$ cat src/radar_pkg.sv
// widths, source codes and mode codes for the radar digitizer
// plus the full-scale reference used to negate video
package radar_pkg;

   // widths
   localparam int adc_w    = 12;  // one radar sample from a channel
   localparam int sample_w = 16;  // output stream word, top 4 bits zero
   localparam int cnt_w    = 32;  // counts, intervals and ages
   localparam int src_w    = 8;   // signal source selector
   localparam int mode_w   = 3;   // radar mode selector

   // signal sources, 12-bit channels
   localparam logic [src_w-1:0] src_rx_a_a = 8'd0;
   localparam logic [src_w-1:0] src_rx_b_a = 8'd1;
   localparam logic [src_w-1:0] src_rx_a_b = 8'd2;
   localparam logic [src_w-1:0] src_rx_b_b = 8'd3;

   // signal sources, single digital pins of io_bits
   // the pin lands in the sample msb, all other bits zero
   localparam logic [src_w-1:0] src_io_a0  = 8'd4;  // io_bits[0]
   localparam logic [src_w-1:0] src_io_a1  = 8'd5;  // io_bits[1]
   localparam logic [src_w-1:0] src_io_b0  = 8'd6;  // io_bits[2]
   localparam logic [src_w-1:0] src_io_b1  = 8'd7;  // io_bits[3]
   // any other code routes a zero signal

   // radar modes
   localparam logic [mode_w-1:0] mode_video      = 3'd0;  // pulse synced video
   localparam logic [mode_w-1:0] mode_raw_vid    = 3'd1;
   localparam logic [mode_w-1:0] mode_raw_trg    = 3'd2;
   localparam logic [mode_w-1:0] mode_raw_arp    = 3'd3;
   localparam logic [mode_w-1:0] mode_raw_acp    = 3'd4;
   localparam logic [mode_w-1:0] mode_interleave = 3'd5;  // vid, trg, arp, acp in turn
   // codes 6 and 7 give zero samples

   // full scale of a channel, negated video is adc_full - video
   localparam logic [adc_w-1:0] adc_full = 12'd4095;

endpackage

$ cat src/pulse_detector.sv
// threshold pulse detector with excite/relax hysteresis
// one-cycle strobe, pulse count, last interval and age
`timescale 1ns/100ps

module pulse_detector import radar_pkg::*;
(
   input  logic             clk64,
   input  logic             rx_dsp_reset,
   input  logic             enable,         // inputs ignored while low
   input  logic [adc_w-1:0] signal,
   input  logic [adc_w-1:0] thresh_excite,  // fire at or above this
   input  logic [adc_w-1:0] thresh_relax,   // re-arm at or below this
   output logic             strobe,         // one cycle per detected pulse
   output logic [cnt_w-1:0] count,          // pulses since reset
   output logic [cnt_w-1:0] interval,       // cycles between the last two pulses
   output logic [cnt_w-1:0] age             // cycles since the last pulse
);

   logic armed;  // waiting for the next excite crossing
   logic above;  // signal at or above excite
   logic below;  // signal at or below relax
   logic fire;   // crossing seen this edge

   assign above = (signal >= thresh_excite);
   assign below = (signal <= thresh_relax);
   assign fire  = enable & armed & above;  // comparison result lands in strobe next cycle

   // hysteresis and strobe
   always_ff @(posedge clk64)
   begin
      if (rx_dsp_reset)
      begin
         armed  <= 1'b1;  // start armed
         strobe <= 1'b0;
      end
      else
      begin
         strobe <= fire;
         if (fire)
            armed <= 1'b0;  // hold off until the signal relaxes
         else if (enable & below)
            armed <= 1'b1;
      end
   end

   // pulse bookkeeping, updated together with the strobe
   always_ff @(posedge clk64)
   begin
      if (rx_dsp_reset)
      begin
         count    <= '0;
         interval <= '0;
         age      <= '0;
      end
      else if (fire)
      begin
         count    <= count + 1'b1;
         interval <= age + 1'b1;  // age still counts from the previous strobe
         age      <= '0;          // restart on the strobe cycle
      end
      else
      begin
         age <= age + 1'b1;
      end
   end

endmodule

$ cat src/pulse_sequencer.sv
// receive settling delay, capture start, clock decimation,
// sample count per capture and interleave phase
`timescale 1ns/100ps

module pulse_sequencer import radar_pkg::*;
#(
   parameter int ENABLE_DELAY = 12800000,  // settling cycles after enable
   parameter int DECIM_W      = 16
)
(
   input  logic               clk64,
   input  logic               rx_dsp_reset,
   input  logic               eventually_enable_rx,
   input  logic               trigger_strobe,
   input  logic               new_mode,         // latch non-stop from radar_mode
   input  logic [mode_w-1:0]  radar_mode,
   input  logic [DECIM_W-1:0] decim_rate,
   input  logic [cnt_w-1:0]   n_samples,        // samples per capture
   output logic               enable_rx,
   output logic               start_pipeline,   // one cycle at capture start
   output logic               pipeline_active,
   output logic               decim_strobe,     // one cycle per sample
   output logic [1:0]         phase             // interleave slot
);

   localparam int settle_w = (ENABLE_DELAY > 0) ? $clog2(ENABLE_DELAY + 1) : 1;

   logic                non_stop;    // capture back to back
   logic                start;
   logic                last_tick;   // decimation period complete
   logic [settle_w-1:0] settle_cnt;
   logic [DECIM_W-1:0]  decim_cnt;
   logic [cnt_w-1:0]    remaining;   // samples left in this capture

   assign start     = enable_rx & ~pipeline_active & (trigger_strobe | non_stop);
   assign last_tick = (decim_cnt == decim_rate - 1'b1) | (decim_rate == '0);

   always_ff @(posedge clk64)
   begin
      if (rx_dsp_reset)
      begin
         non_stop        <= 1'b0;
         enable_rx       <= 1'b0;
         settle_cnt      <= settle_w'(ENABLE_DELAY);
         start_pipeline  <= 1'b0;
         pipeline_active <= 1'b0;
         decim_strobe    <= 1'b0;
         decim_cnt       <= '0;
         remaining       <= '0;
         phase           <= 2'd0;
      end
      else
      begin
         if (new_mode)
            non_stop <= |radar_mode;  // any mode but video runs non-stop
         if (eventually_enable_rx)
         begin
            if (settle_cnt != '0)
               settle_cnt <= settle_cnt - 1'b1;
            else
               enable_rx <= 1'b1;
         end
         else
         begin
            enable_rx  <= 1'b0;  // drop at once, settle again next time
            settle_cnt <= settle_w'(ENABLE_DELAY);
         end
         start_pipeline <= start;
         decim_strobe   <= 1'b0;
         if (start)
         begin
            pipeline_active <= 1'b1;
            decim_cnt       <= '0;
            remaining       <= n_samples;
         end
         else if (pipeline_active)
         begin
            if (!enable_rx)
               pipeline_active <= 1'b0;  // abort the capture
            else if (last_tick)
            begin
               decim_cnt    <= '0;
               decim_strobe <= 1'b1;
               remaining    <= remaining - 1'b1;
               if (remaining < cnt_w'(2))
                  pipeline_active <= 1'b0;  // falls with the last strobe
            end
            else
               decim_cnt <= decim_cnt + 1'b1;
         end
         if (start)
            phase <= 2'd0;  // every capture begins with video
         else if (decim_strobe)
            phase <= phase + 2'd1;
      end
   end

endmodule

$ cat src/radar_digitizer.sv
// radar pulse digitizer top level
// source selector, three pulse detectors, sweep tracker and sequencer
`timescale 1ns/100ps

module radar_digitizer import radar_pkg::*;
#(
   parameter int ENABLE_DELAY = 12800000,
   parameter int DECIM_W      = 16
)
(
   input  logic                clk64,
   input  logic                rx_dsp_reset,
   input  logic                eventually_enable_rx,
   input  logic [adc_w-1:0]    rx_a_a,
   input  logic [adc_w-1:0]    rx_b_a,
   input  logic [adc_w-1:0]    rx_a_b,
   input  logic [adc_w-1:0]    rx_b_b,
   input  logic [3:0]          io_bits,
   input  logic [src_w-1:0]    vid_source,
   input  logic [src_w-1:0]    trg_source,
   input  logic [src_w-1:0]    arp_source,
   input  logic [src_w-1:0]    acp_source,
   input  logic [mode_w-1:0]   radar_mode,
   input  logic                new_mode,
   input  logic                vid_negate,
   input  logic [DECIM_W-1:0]  decim_rate,
   input  logic [cnt_w-1:0]    n_samples,
   input  logic [adc_w-1:0]    trig_thresh_excite,
   input  logic [adc_w-1:0]    trig_thresh_relax,
   input  logic [adc_w-1:0]    arp_thresh_excite,
   input  logic [adc_w-1:0]    arp_thresh_relax,
   input  logic [adc_w-1:0]    acp_thresh_excite,
   input  logic [adc_w-1:0]    acp_thresh_relax,
   input  logic                use_acp_for_sweeps,
   input  logic [15:0]         n_acps_per_sweep,
   output logic                sample_valid,
   output logic [sample_w-1:0] sample_data,
   output logic                enable_rx,
   output logic                pipeline_active,
   output logic [cnt_w-1:0]    n_trigs,
   output logic [cnt_w-1:0]    n_arps,
   output logic [cnt_w-1:0]    n_acps,
   output logic [cnt_w-1:0]    trig_interval,
   output logic [cnt_w-1:0]    acp_count_last_arp,
   output logic [cnt_w-1:0]    acp_age_last_arp,
   output logic [cnt_w-1:0]    last_acp_interval_with_trig,
   output logic [cnt_w-1:0]    last_acp_interval_with_arp,
   output logic [15:0]         acps_this_sweep,
   output logic [cnt_w-1:0]    ticks_this_sweep
);

   logic [adc_w-1:0] vid_signal, trg_signal, arp_signal, acp_signal;  // routed signals
   logic             trigger_strobe, arp_strobe, acp_strobe;
   logic [cnt_w-1:0] acp_interval, acp_age;
   logic             start_pipeline, decim_strobe;
   logic [1:0]       phase;  // interleave slot

   sample_select sel (
      .clk64, .rx_dsp_reset, .rx_a_a, .rx_b_a, .rx_a_b, .rx_b_b, .io_bits,
      .vid_source, .trg_source, .arp_source, .acp_source, .radar_mode, .vid_negate,
      .decim_strobe, .phase, .vid_signal, .trg_signal, .arp_signal, .acp_signal,
      .sample_valid, .sample_data);

   pulse_detector trig_det (
      .clk64, .rx_dsp_reset, .enable(enable_rx), .signal(trg_signal),
      .thresh_excite(trig_thresh_excite), .thresh_relax(trig_thresh_relax),
      .strobe(trigger_strobe), .count(n_trigs), .interval(trig_interval), .age());

   pulse_detector arp_det (  // heading marker
      .clk64, .rx_dsp_reset, .enable(enable_rx), .signal(arp_signal),
      .thresh_excite(arp_thresh_excite), .thresh_relax(arp_thresh_relax),
      .strobe(arp_strobe), .count(n_arps), .interval(), .age());

   pulse_detector acp_det (  // azimuth counts
      .clk64, .rx_dsp_reset, .enable(enable_rx), .signal(acp_signal),
      .thresh_excite(acp_thresh_excite), .thresh_relax(acp_thresh_relax),
      .strobe(acp_strobe), .count(n_acps), .interval(acp_interval), .age(acp_age));

   sweep_tracker trk (
      .clk64, .rx_dsp_reset, .trig_strobe(trigger_strobe), .arp_strobe, .acp_strobe,
      .sweep_start(start_pipeline), .n_acps, .acp_interval, .acp_age,
      .use_acp_for_sweeps, .n_acps_per_sweep, .acp_count_last_arp, .acp_age_last_arp,
      .last_acp_interval_with_trig, .last_acp_interval_with_arp,
      .acps_this_sweep, .ticks_this_sweep);

   pulse_sequencer #(
      .ENABLE_DELAY(ENABLE_DELAY),
      .DECIM_W     (DECIM_W)
   ) seq (
      .clk64, .rx_dsp_reset, .eventually_enable_rx, .trigger_strobe, .new_mode,
      .radar_mode, .decim_rate, .n_samples, .enable_rx, .start_pipeline,
      .pipeline_active, .decim_strobe, .phase);

endmodule

$ cat src/sample_select.sv
// routing of channels and pins to the four radar signals
// and the registered sample multiplexer for each radar mode
`timescale 1ns/100ps

module sample_select import radar_pkg::*;
(
   input  logic                clk64,
   input  logic                rx_dsp_reset,
   input  logic [adc_w-1:0]    rx_a_a,
   input  logic [adc_w-1:0]    rx_b_a,
   input  logic [adc_w-1:0]    rx_a_b,
   input  logic [adc_w-1:0]    rx_b_b,
   input  logic [3:0]          io_bits,
   input  logic [src_w-1:0]    vid_source,
   input  logic [src_w-1:0]    trg_source,
   input  logic [src_w-1:0]    arp_source,
   input  logic [src_w-1:0]    acp_source,
   input  logic [mode_w-1:0]   radar_mode,
   input  logic                vid_negate,
   input  logic                decim_strobe,  // take a sample now
   input  logic [1:0]          phase,         // interleave slot
   output logic [adc_w-1:0]    vid_signal,
   output logic [adc_w-1:0]    trg_signal,
   output logic [adc_w-1:0]    arp_signal,
   output logic [adc_w-1:0]    acp_signal,
   output logic                sample_valid,
   output logic [sample_w-1:0] sample_data
);

   logic [adc_w-1:0] mode_word;  // sample picked by the mode

   // one source selector, shared by all four signals
   function automatic logic [adc_w-1:0] route(input logic [src_w-1:0] src);
      case (src)
         src_rx_a_a: return rx_a_a;
         src_rx_b_a: return rx_b_a;
         src_rx_a_b: return rx_a_b;
         src_rx_b_b: return rx_b_b;
         src_io_a0:  return {io_bits[0], {(adc_w-1){1'b0}}};  // pin into msb
         src_io_a1:  return {io_bits[1], {(adc_w-1){1'b0}}};
         src_io_b0:  return {io_bits[2], {(adc_w-1){1'b0}}};
         src_io_b1:  return {io_bits[3], {(adc_w-1){1'b0}}};
         default:    return '0;
      endcase
   endfunction

   always_comb
   begin
      vid_signal = route(vid_source);
      trg_signal = route(trg_source);
      arp_signal = route(arp_source);
      acp_signal = route(acp_source);
   end

   always_comb
   begin
      case (radar_mode)
         mode_video:      mode_word = vid_negate ? adc_full - vid_signal : vid_signal;
         mode_raw_vid:    mode_word = vid_signal;
         mode_raw_trg:    mode_word = trg_signal;
         mode_raw_arp:    mode_word = arp_signal;
         mode_raw_acp:    mode_word = acp_signal;
         mode_interleave:
            case (phase)  // vid, trg, arp, acp in turn
               2'd0:    mode_word = vid_signal;
               2'd1:    mode_word = trg_signal;
               2'd2:    mode_word = arp_signal;
               default: mode_word = acp_signal;
            endcase
         default:         mode_word = '0;
      endcase
   end

   always_ff @(posedge clk64)
   begin
      if (rx_dsp_reset)
         sample_valid <= 1'b0;
      else
         sample_valid <= decim_strobe;  // valid the cycle after the strobe
   end

   always_ff @(posedge clk64)
   begin
      if (decim_strobe)
         sample_data <= {{(sample_w-adc_w){1'b0}}, mode_word};
   end

endmodule

$ cat src/sweep_tracker.sv
// acp, arp and trigger bookkeeping between pulses
// and acp-based sweep counting
`timescale 1ns/100ps

module sweep_tracker import radar_pkg::*;
(
   input  logic             clk64,
   input  logic             rx_dsp_reset,
   input  logic             trig_strobe,
   input  logic             arp_strobe,
   input  logic             acp_strobe,
   input  logic             sweep_start,                  // capture start from the sequencer
   input  logic [cnt_w-1:0] n_acps,
   input  logic [cnt_w-1:0] acp_interval,
   input  logic [cnt_w-1:0] acp_age,
   input  logic             use_acp_for_sweeps,
   input  logic [15:0]      n_acps_per_sweep,
   output logic [cnt_w-1:0] acp_count_last_arp,           // acp count at the last arp
   output logic [cnt_w-1:0] acp_age_last_arp,             // acp age at the last arp
   output logic [cnt_w-1:0] last_acp_interval_with_trig,
   output logic [cnt_w-1:0] last_acp_interval_with_arp,
   output logic [15:0]      acps_this_sweep,
   output logic [cnt_w-1:0] ticks_this_sweep
);

   logic        trig_q;         // trigger strobe, one cycle back
   logic        trig_seen;      // triggered capture since the last acp
   logic        arp_seen;       // arp since the last acp
   logic        got_first_acp;  // first sweep has begun
   logic [15:0] acps_next;
   logic        sweep_wrap;     // sweep length reached
   logic        sweep_restart;  // this acp begins a new sweep

   assign acps_next     = acps_this_sweep + 16'd1;
   assign sweep_wrap    = (acps_next == n_acps_per_sweep);
   assign sweep_restart = use_acp_for_sweeps & acp_strobe & (~got_first_acp | sweep_wrap);

   always_ff @(posedge clk64)
   begin
      if (rx_dsp_reset)
      begin
         trig_q                      <= 1'b0;
         trig_seen                   <= 1'b0;
         arp_seen                    <= 1'b0;
         got_first_acp               <= 1'b0;
         acp_count_last_arp          <= '0;
         acp_age_last_arp            <= '0;
         last_acp_interval_with_trig <= '0;
         last_acp_interval_with_arp  <= '0;
         acps_this_sweep             <= '0;
         ticks_this_sweep            <= '0;
      end
      else
      begin
         trig_q <= trig_strobe;
         if (arp_strobe)
         begin
            acp_count_last_arp <= n_acps;
            acp_age_last_arp   <= acp_age;
         end
         // interval is already the one just ended when the acp strobe is up
         if (acp_strobe & trig_seen)
            last_acp_interval_with_trig <= acp_interval;
         if (acp_strobe & arp_seen)
            last_acp_interval_with_arp <= acp_interval;
         // a new event on the acp cycle counts for the next interval
         trig_seen <= (sweep_start & trig_q) | (trig_seen & ~acp_strobe);
         arp_seen  <= arp_strobe | (arp_seen & ~acp_strobe);
         if (use_acp_for_sweeps)
         begin
            if (acp_strobe)
            begin
               got_first_acp   <= 1'b1;
               acps_this_sweep <= (~got_first_acp | sweep_wrap) ? 16'd0 : acps_next;
            end
            ticks_this_sweep <= sweep_restart ? '0 : ticks_this_sweep + 1'b1;
         end
      end
   end

endmodule

$ cat config.mk
export PLATFORM = sky130hd
export DESIGN_NAME = radar_digitizer
export DESIGN_NICKNAME = d
export VERILOG_FILES = /design/src/radar_pkg.sv /design/src/pulse_detector.sv /design/src/pulse_sequencer.sv /design/src/radar_digitizer.sv /design/src/sample_select.sv /design/src/sweep_tracker.sv
export SDC_FILE = /design/constraint.sdc
export NUM_CORES = 1
export LEC_CHECK = 0
export BUFFER_PORTS_ARGS = -buffer_cell sky130_fd_sc_hd__buf_4
export CORE_ASPECT_RATIO = 0.6
export CORE_MARGIN = 2
export CORE_UTILIZATION = 30
export CTS_CLUSTER_SIZE = 25
export DETAILED_ROUTE_END_ITERATION = 10
export GPL_ROUTABILITY_DRIVEN = 0
export PLACE_DENSITY = 0.51
export SYNTH_ARGS = -nofsm -noshare
export SYNTH_HDL_FRONTEND = slang
export SYNTH_SLANG_ARGS = --single-unit
$ cat constraint.sdc
create_clock -name clk64 -period 5.1 [get_ports clk64]
set_input_delay 0.765 -clock clk64 [delete_from_list [all_inputs] [get_ports clk64]]
set_output_delay 0.765 -clock clk64 [all_outputs]
set_load 0.03 [all_outputs]
==> results.yml, run 1 <==
clock_network:
  h-tree-depth: 2
  cts_num_sinks: 502
  cts_hold_buf: 0
  clk_latency_ns: 0.61
  cts-root-buf: "clkbuf_16"
  numCtsBuffers: 53
  cts_resized: 0
  postCtsSetupBuffers: 0
  cts_tree: "done"
  path_clk_slew_ns: 0.07
  cts_buffer_depth: 3
setup_path:
  end_kind: "flop"
  slowest_delay_ns: 0.57
  path_buf_inv: 4
  crit_family: "simple AND/OR/NAND/NOR gates"
  crit_top_cell: "buf_4"
  path_max_fanout: 69
  cp.required_ns: 5.61
  path_class: "in -> reg"
  start_kind: "primary input"
  cp_cell_sequence: "buf_4 > or4_1 > or3_1 > nor2b_1 > inv_1 > ha_1 > nand2b_1 > a21o_1 > a21o_1 > a21oi_1 > o21ai_0 > buf_4 > and3_2 > buf_4 > a311oi_1 > a41o_1"
  slowest_stage: "buf_4"
  cp.arrival_ns: 4.57
sta:
  fmax_mhz: 246
  fin_skew_ns: 0.0333
  relSlewSlack: 0.323
  hold_viol_final: 0
  fin_crit_sh: 0.797
  tns_ns: 0
  timing.final.crit_period_ns: 4.07
  finalSetupViolations: 0
  tightest_slew_ns: 1.00
  rsz0062_at_grt: "no"
  final_max_slew_viol_count: 0
pwr:
  powerDensity_nw_per_um2: 264
  p_sw_frac: 0.241
  clockPowerShare: 0.467
  irDropWorstVdd_mv: 0.289
  p_int_mw: 6.61
  p_switching_mw: 2.10
  pwr-share-comb: 0.076
  leakagePower_nw: 13.0
  p_seq_frac: 0.457
place:
  io_buffers: 547
  placedCellCount: 4585
  dp_hpwl_um: 71300
floorplan:
  num_rows: 83
  core_um2: 85600
  die_w_um: 384
  initial_core_util: 0.303
  die_y_um: 232
  dieArea_um2: 88900
  ios: 552
grt:
  grt_pass1_wl_um: 140000
  overflow: 0
  grt_usage: 0.204
  grt_pass1_vias: 21800
  grt_max_degree: 136
  antenna_found_initial: 7
synthesis:
  synth_cells: 3013
  synth-edff-count: 12
  synth_compound_area_frac: 0.122
  post_synth_num_cell_types: 77
  ys_ff_latch: 502
  ys.flop_type: "dfxtp_1"
  yosys.area_share.simple: 0.249
  synthAdderAreaFrac: 0.0420
  syn_avg_cell_area_um2: 8.61
  synth_top_family_by_area: "simple AND/OR/NAND/NOR gates"
  synth-warning-count: 0
  synth_area_um2: 25900
  synth-seq-area-share: 0.392
  synthMuxAreaShare: 0.0803
  async_flop_share: 0
  synth_xor_area_frac: 0.0706
hold_path:
  hp-class: "in -> reg"
route:
  detail_route.wirelength_um: 94500
  drt_iter0_markers: 2015
  num_vias: 23800
  antenna_left: 0
  routed_via_density: 5.07
  drc: 0
  wire_per_inst_um: 20.2
  drt_first_pass_iters: 6
cells_and_area:
  stdcell_count: 4687
  final_nets: 3809
  drive_gt1_frac: 0.225
  n_fill_cell: 8758
  area_delta_synth_final_pct: 27.3
status:
  outcome: "finished, final reports clean"
run:
  max_cap_viol_count: 0
[path summary, 6_finish.rpt]
kind	from	to	slack, ns	cells past startpoint
min reg2reg	trk.last_acp_interval_with_arp[15]	trk.last_acp_interval_with_arp[15]	0.45	2
min	new_mode	seq.non_stop	0.35	2
max reg2reg	trk.acps_this_sweep[0]	trk.acps_this_sweep[9]	1.34	10
max	acp_source[5]	acp_det.count[11]	1.03	16
[synthesized netlist by cell type, drive strengths merged, types with 10 or more instances]
master,instances,area (um^2)
or4,33,248
nor2b,50,313
and3,55,344
nor4,53,469
clkbuf,158,597
ha,87,1090
and4,38,333
nor2,417,1570
xor2,124,1090
or3,47,294
a22oi,10,75.1
nor3,45,225
dfxtp,490,9810
xnor2,85,744
or2,12,75.1
and2,32,200
a21oi,179,896
nand4,76,475
o21a,12,90.1
mux4,52,1170
nand3,104,521
buf,19,119
nand2b,19,119
inv,108,405
o21ai,100,516
a211oi,79,593
a31oi,10,62.6
edfxtp,12,360
o31ai,22,165
nand2,277,1040
mux2i,82,821
a21o,23,173
[logic make-up after synthesis]
family | Yosys count
and+or+nand+nor | 1284
AOI/OAI and AO/OA | 503
DFF | 502
buffers and inverters | 285
xor gates and xnor gates | 209
muxes | 142
adders and majority gates | 87
other | 1
[metrics by stage]
stage / hold slack [ns] / cell area [um^2] / utilization / power [mW] / worst slack (ns)
2_1_floorplan: 0.432 / 25900 / - / 4.42 / 0.884
3_3_place_gp: 0.446 / 31200 / 0.365 / 4.72 / 0.380
3_5_place_dp: 0.448 / 31200 / 0.365 / 4.72 / 0.339
4_1_cts: 0.292 / 33000 / 0.386 / 8.84 / 1.01
5_1_grt: 0.312 / 33000 / 0.386 / 9.04 / 0.781
6_report: 0.348 / 33000 / 0.386 / 8.70 / 1.03
[layout by cell type, fill, tap and decap left out, drive strengths merged, types with 53 or more instances in the layout]
cell	instances
nand2	277
nor4	53
a21oi	179
xnor2	85
nand4	76
ha	87
xor2	124
nor2	417
dfxtp	490
o21ai	100
inv	110
nand3	104
and3	55
buf	599
mux2i	82
clkbuf	80
a211oi	79
[power groups by stage]
stage / logic, mW / clock network [mW] / registers (mW)
floorplan: 0.362 / 0 / 4.06
global placement: 0.652 / 0 / 4.07
detailed placement: 0.651 / 0 / 4.07
CTS: 0.654 / 4.21 / 3.98
global route: 0.716 / 4.35 / 3.98
finish: 0.660 / 4.06 / 3.98
[per-layer routing]
metal | vias to the layer above | track usage | part of all wire
li1 | 11700 | - | -
met1 | 11200 | 0.299 | 0.48
met2 | 810 | 0.280 | 0.40
met3 | 122 | 0.0741 | 0.098
met4 | 10 | 0.0430 | 0.020
met5 | - | 0 | 0.00072
[area by class of cell]
type	count	area (um^2)	share of cell area
multi-input cells	2229	14700	0.444
flip-flops and latches	502	10200	0.308
repair buffers	599	4530	0.137
clock buffers	80	1580	0.0479
well taps	1147	1440	0.0435
inverters	108	405	0.0123
clock inverters	19	223	0.00675
diodes	3	7.51	0.000227
No activity file was read; power rests on OpenSTA's default activity.
==> run 2, diff against run 1 <==
==> constraint.sdc (replaced) <==
create_clock -name clk64 -period 4.22 [get_ports clk64]
set_input_delay 0.633 -clock clk64 [delete_from_list [all_inputs] [get_ports clk64]]
set_output_delay 0.633 -clock clk64 [all_outputs]
set_load 0.03 [all_outputs]
==> run 2 against run 1 <==
  * Combinational power rose by 24%
  * Routed wire length rose by 1.8%
  * Power rose by 24%
  * Critical path depth fell by 2
  * Largest power group unchanged
  * Critical path type unchanged
  * Non-clock buffer count rose by 44
  * Utilization rose by 0.56 points
  * Clock power rose by 27%
  * Die area did not move
  * Clock skew fell by 0.021 ns
  * Register-to-register slack got worse by 0.39 ns
  * Sequential cell count did not move
==> results.yml, run 2 (synthesis gave the netlist of run 1 again) <==
setup_path:
  rrSetupSlack_ns: 0.95
  start_kind: "primary input"
  crit_family: "simple AND/OR/NAND/NOR gates"
  cp_cell_sequence: "buf_4 > or4_1 > or3_1 > nor2b_1 > ha_1 > a21o_1 > a21o_1 > a2111oi_0 > o21ai_0 > buf_4 > and3_2 > or2_2 > buf_12 > nor2_1"
  cp.required_ns: 4.76
  reg2reg_depth: 9
  slowest_delay_ns: 0.53
  cp-endpoint: "acp_det.age[22]"
  rr_endpoint: "trk.acps_this_sweep[9]"
  path_buf_inv: 3
  slowest_stage: "or4_1"
  end_kind: "flop"
  cp.arrival_ns: 4.29
  crit_cells: 14
  path_class: "in -> reg"
  critPathLaunch: "acp_source[5]"
  r2r_start: "trk.acps_this_sweep[0]"
  path_max_fanout: 32
clock_network:
  h-tree-depth: 2
  cts-root-buf: "clkbuf_16"
  clk_latency_ns: 0.61
  path_clk_slew_ns: 0.06
  cts_num_sinks: 502
  cts_resized: 0
  numCtsBuffers: 54
  cts_hold_buf: 0
  postCtsSetupBuffers: 0
  cts_buffer_depth: 3
  cts_tree: "done"
floorplan:
  die_y_um: 232
  die_w_um: 384
  num_rows: 83
  ios: 552
  core_um2: 85600
  dieArea_um2: 88900
  initial_core_util: 0.303
grt:
  grt_max_degree: 111
  grt_pass1_vias: 22100
  antenna_found_initial: 2
  overflow: 0
  grt_usage: 0.208
  grt_pass1_wl_um: 143000
sta:
  fmax_mhz: 267
  final_max_slew_viol_count: 0
  timing.final.crit_period_ns: 3.75
  rsz0062_at_grt: "no"
  fin_skew_ns: 0.0122
  finalSetupViolations: 0
  hold_slack_ns: 0.209
  hold_viol_final: 0
  fin_crit_sh: 0.888
  tightest_slew_ns: 0.955
  relSlewSlack: 0.363
cells_and_area:
  area_delta_synth_final_pct: 29.2
  stdcell_count: 4728
  n_fill_cell: 8700
  final_nets: 3854
  final_cell_mix: "buf_4, dfxtp_1, nor2_1"
  final_common_cell: "buf_4"
  drive_gt1_frac: 0.237
  fin_util: 0.391
hold_path:
  hp-class: "in -> reg"
pwr:
  leakagePower_nw: 13.3
  powerDensity_nw_per_um2: 322
  irDropWorstVdd_mv: 0.248
  total_power_mw: 10.8
route:
  wire_per_inst_um: 20.4
  antenna_left: 0
  drt_iter0_markers: 1827
  detail_route.wirelength_um: 96200
  drc: 0
  num_vias: 23800
  routed_via_density: 5.04
  drt_first_pass_iters: 7
status:
  outcome: "finished, final reports clean"
place:
  placedCellCount: 4629
  io_buffers: 547
  dp_hpwl_um: 73900
run:
  max_cap_viol_count: 0
run 2: worst register-to-register path: cells and delay by family, from the launching register on:
kind            cells  cell delay [ns]
xor+xnor            1             0.10
flops               1             0.50
simple gates        4             1.45
compound gates      2             0.61
fa+ha+maj           1             0.42
buf+inv             1             0.12
run 2: metal layers:
metal / GRT usage / wire (um) / share of wire / vias to the layer above
met5: 0 / 0 / 0 / -
met2: 0.280 / 37600 / 0.39 / 697
met3: 0.0782 / 9090 / 0.094 / 106
met4: 0.0467 / 1940 / 0.020 / 0
met1: 0.309 / 47600 / 0.49 / 11300
li1: - / - / - / 11700
run 2: layout make-up:
type	count	area (um^2)	share of cell area
repair buffers	643	4910	0.147
inverters	108	405	0.0121
multi-input cells	2229	14700	0.438
clock buffers	69	1550	0.0463
flip-flops and latches	502	10200	0.304
clock inverters	28	358	0.0107
well taps	1147	1440	0.0428
diodes	2	5.00	0.000149
run 2: power breakdown:
part	switching [mW]	internal, mW
registers	0.0293	4.78
logic	0.443	0.377
clock network	2.14	3.03
run 2: metrics by stage:
| step | cell area (um^2) | setup slack [ns] | setup TNS (ns) |
|---|---|---|---|
| 2_1_floorplan | 25900 | 0.136 | 0 |
| 3_3_place_gp | 31600 | -0.0236 | -0.461 |
| 3_5_place_dp | 31600 | -0.0739 | -1.60 |
| 4_1_cts | 33500 | 0.587 | 0 |
| 5_1_grt | 33500 | 0.334 | 0 |
| 6_report | 33500 | 0.472 | 0 |
run 2: how the worst min path moves through the flow:
stage                                               end  cells after the start                                start  slack, ns
floorplan                             trk.got_first_acp                      2                    trk.got_first_acp       0.43
global route                               seq.non_stop                      2                             new_mode       0.18
finish                                     seq.non_stop                      2                             new_mode       0.21
detailed placement   trk.last_acp_interval_with_arp[30]                      2   trk.last_acp_interval_with_arp[30]       0.45
CTS                                        seq.non_stop                      2                             new_mode       0.16
global placement    trk.last_acp_interval_with_trig[25]                      2  trk.last_acp_interval_with_trig[25]       0.44
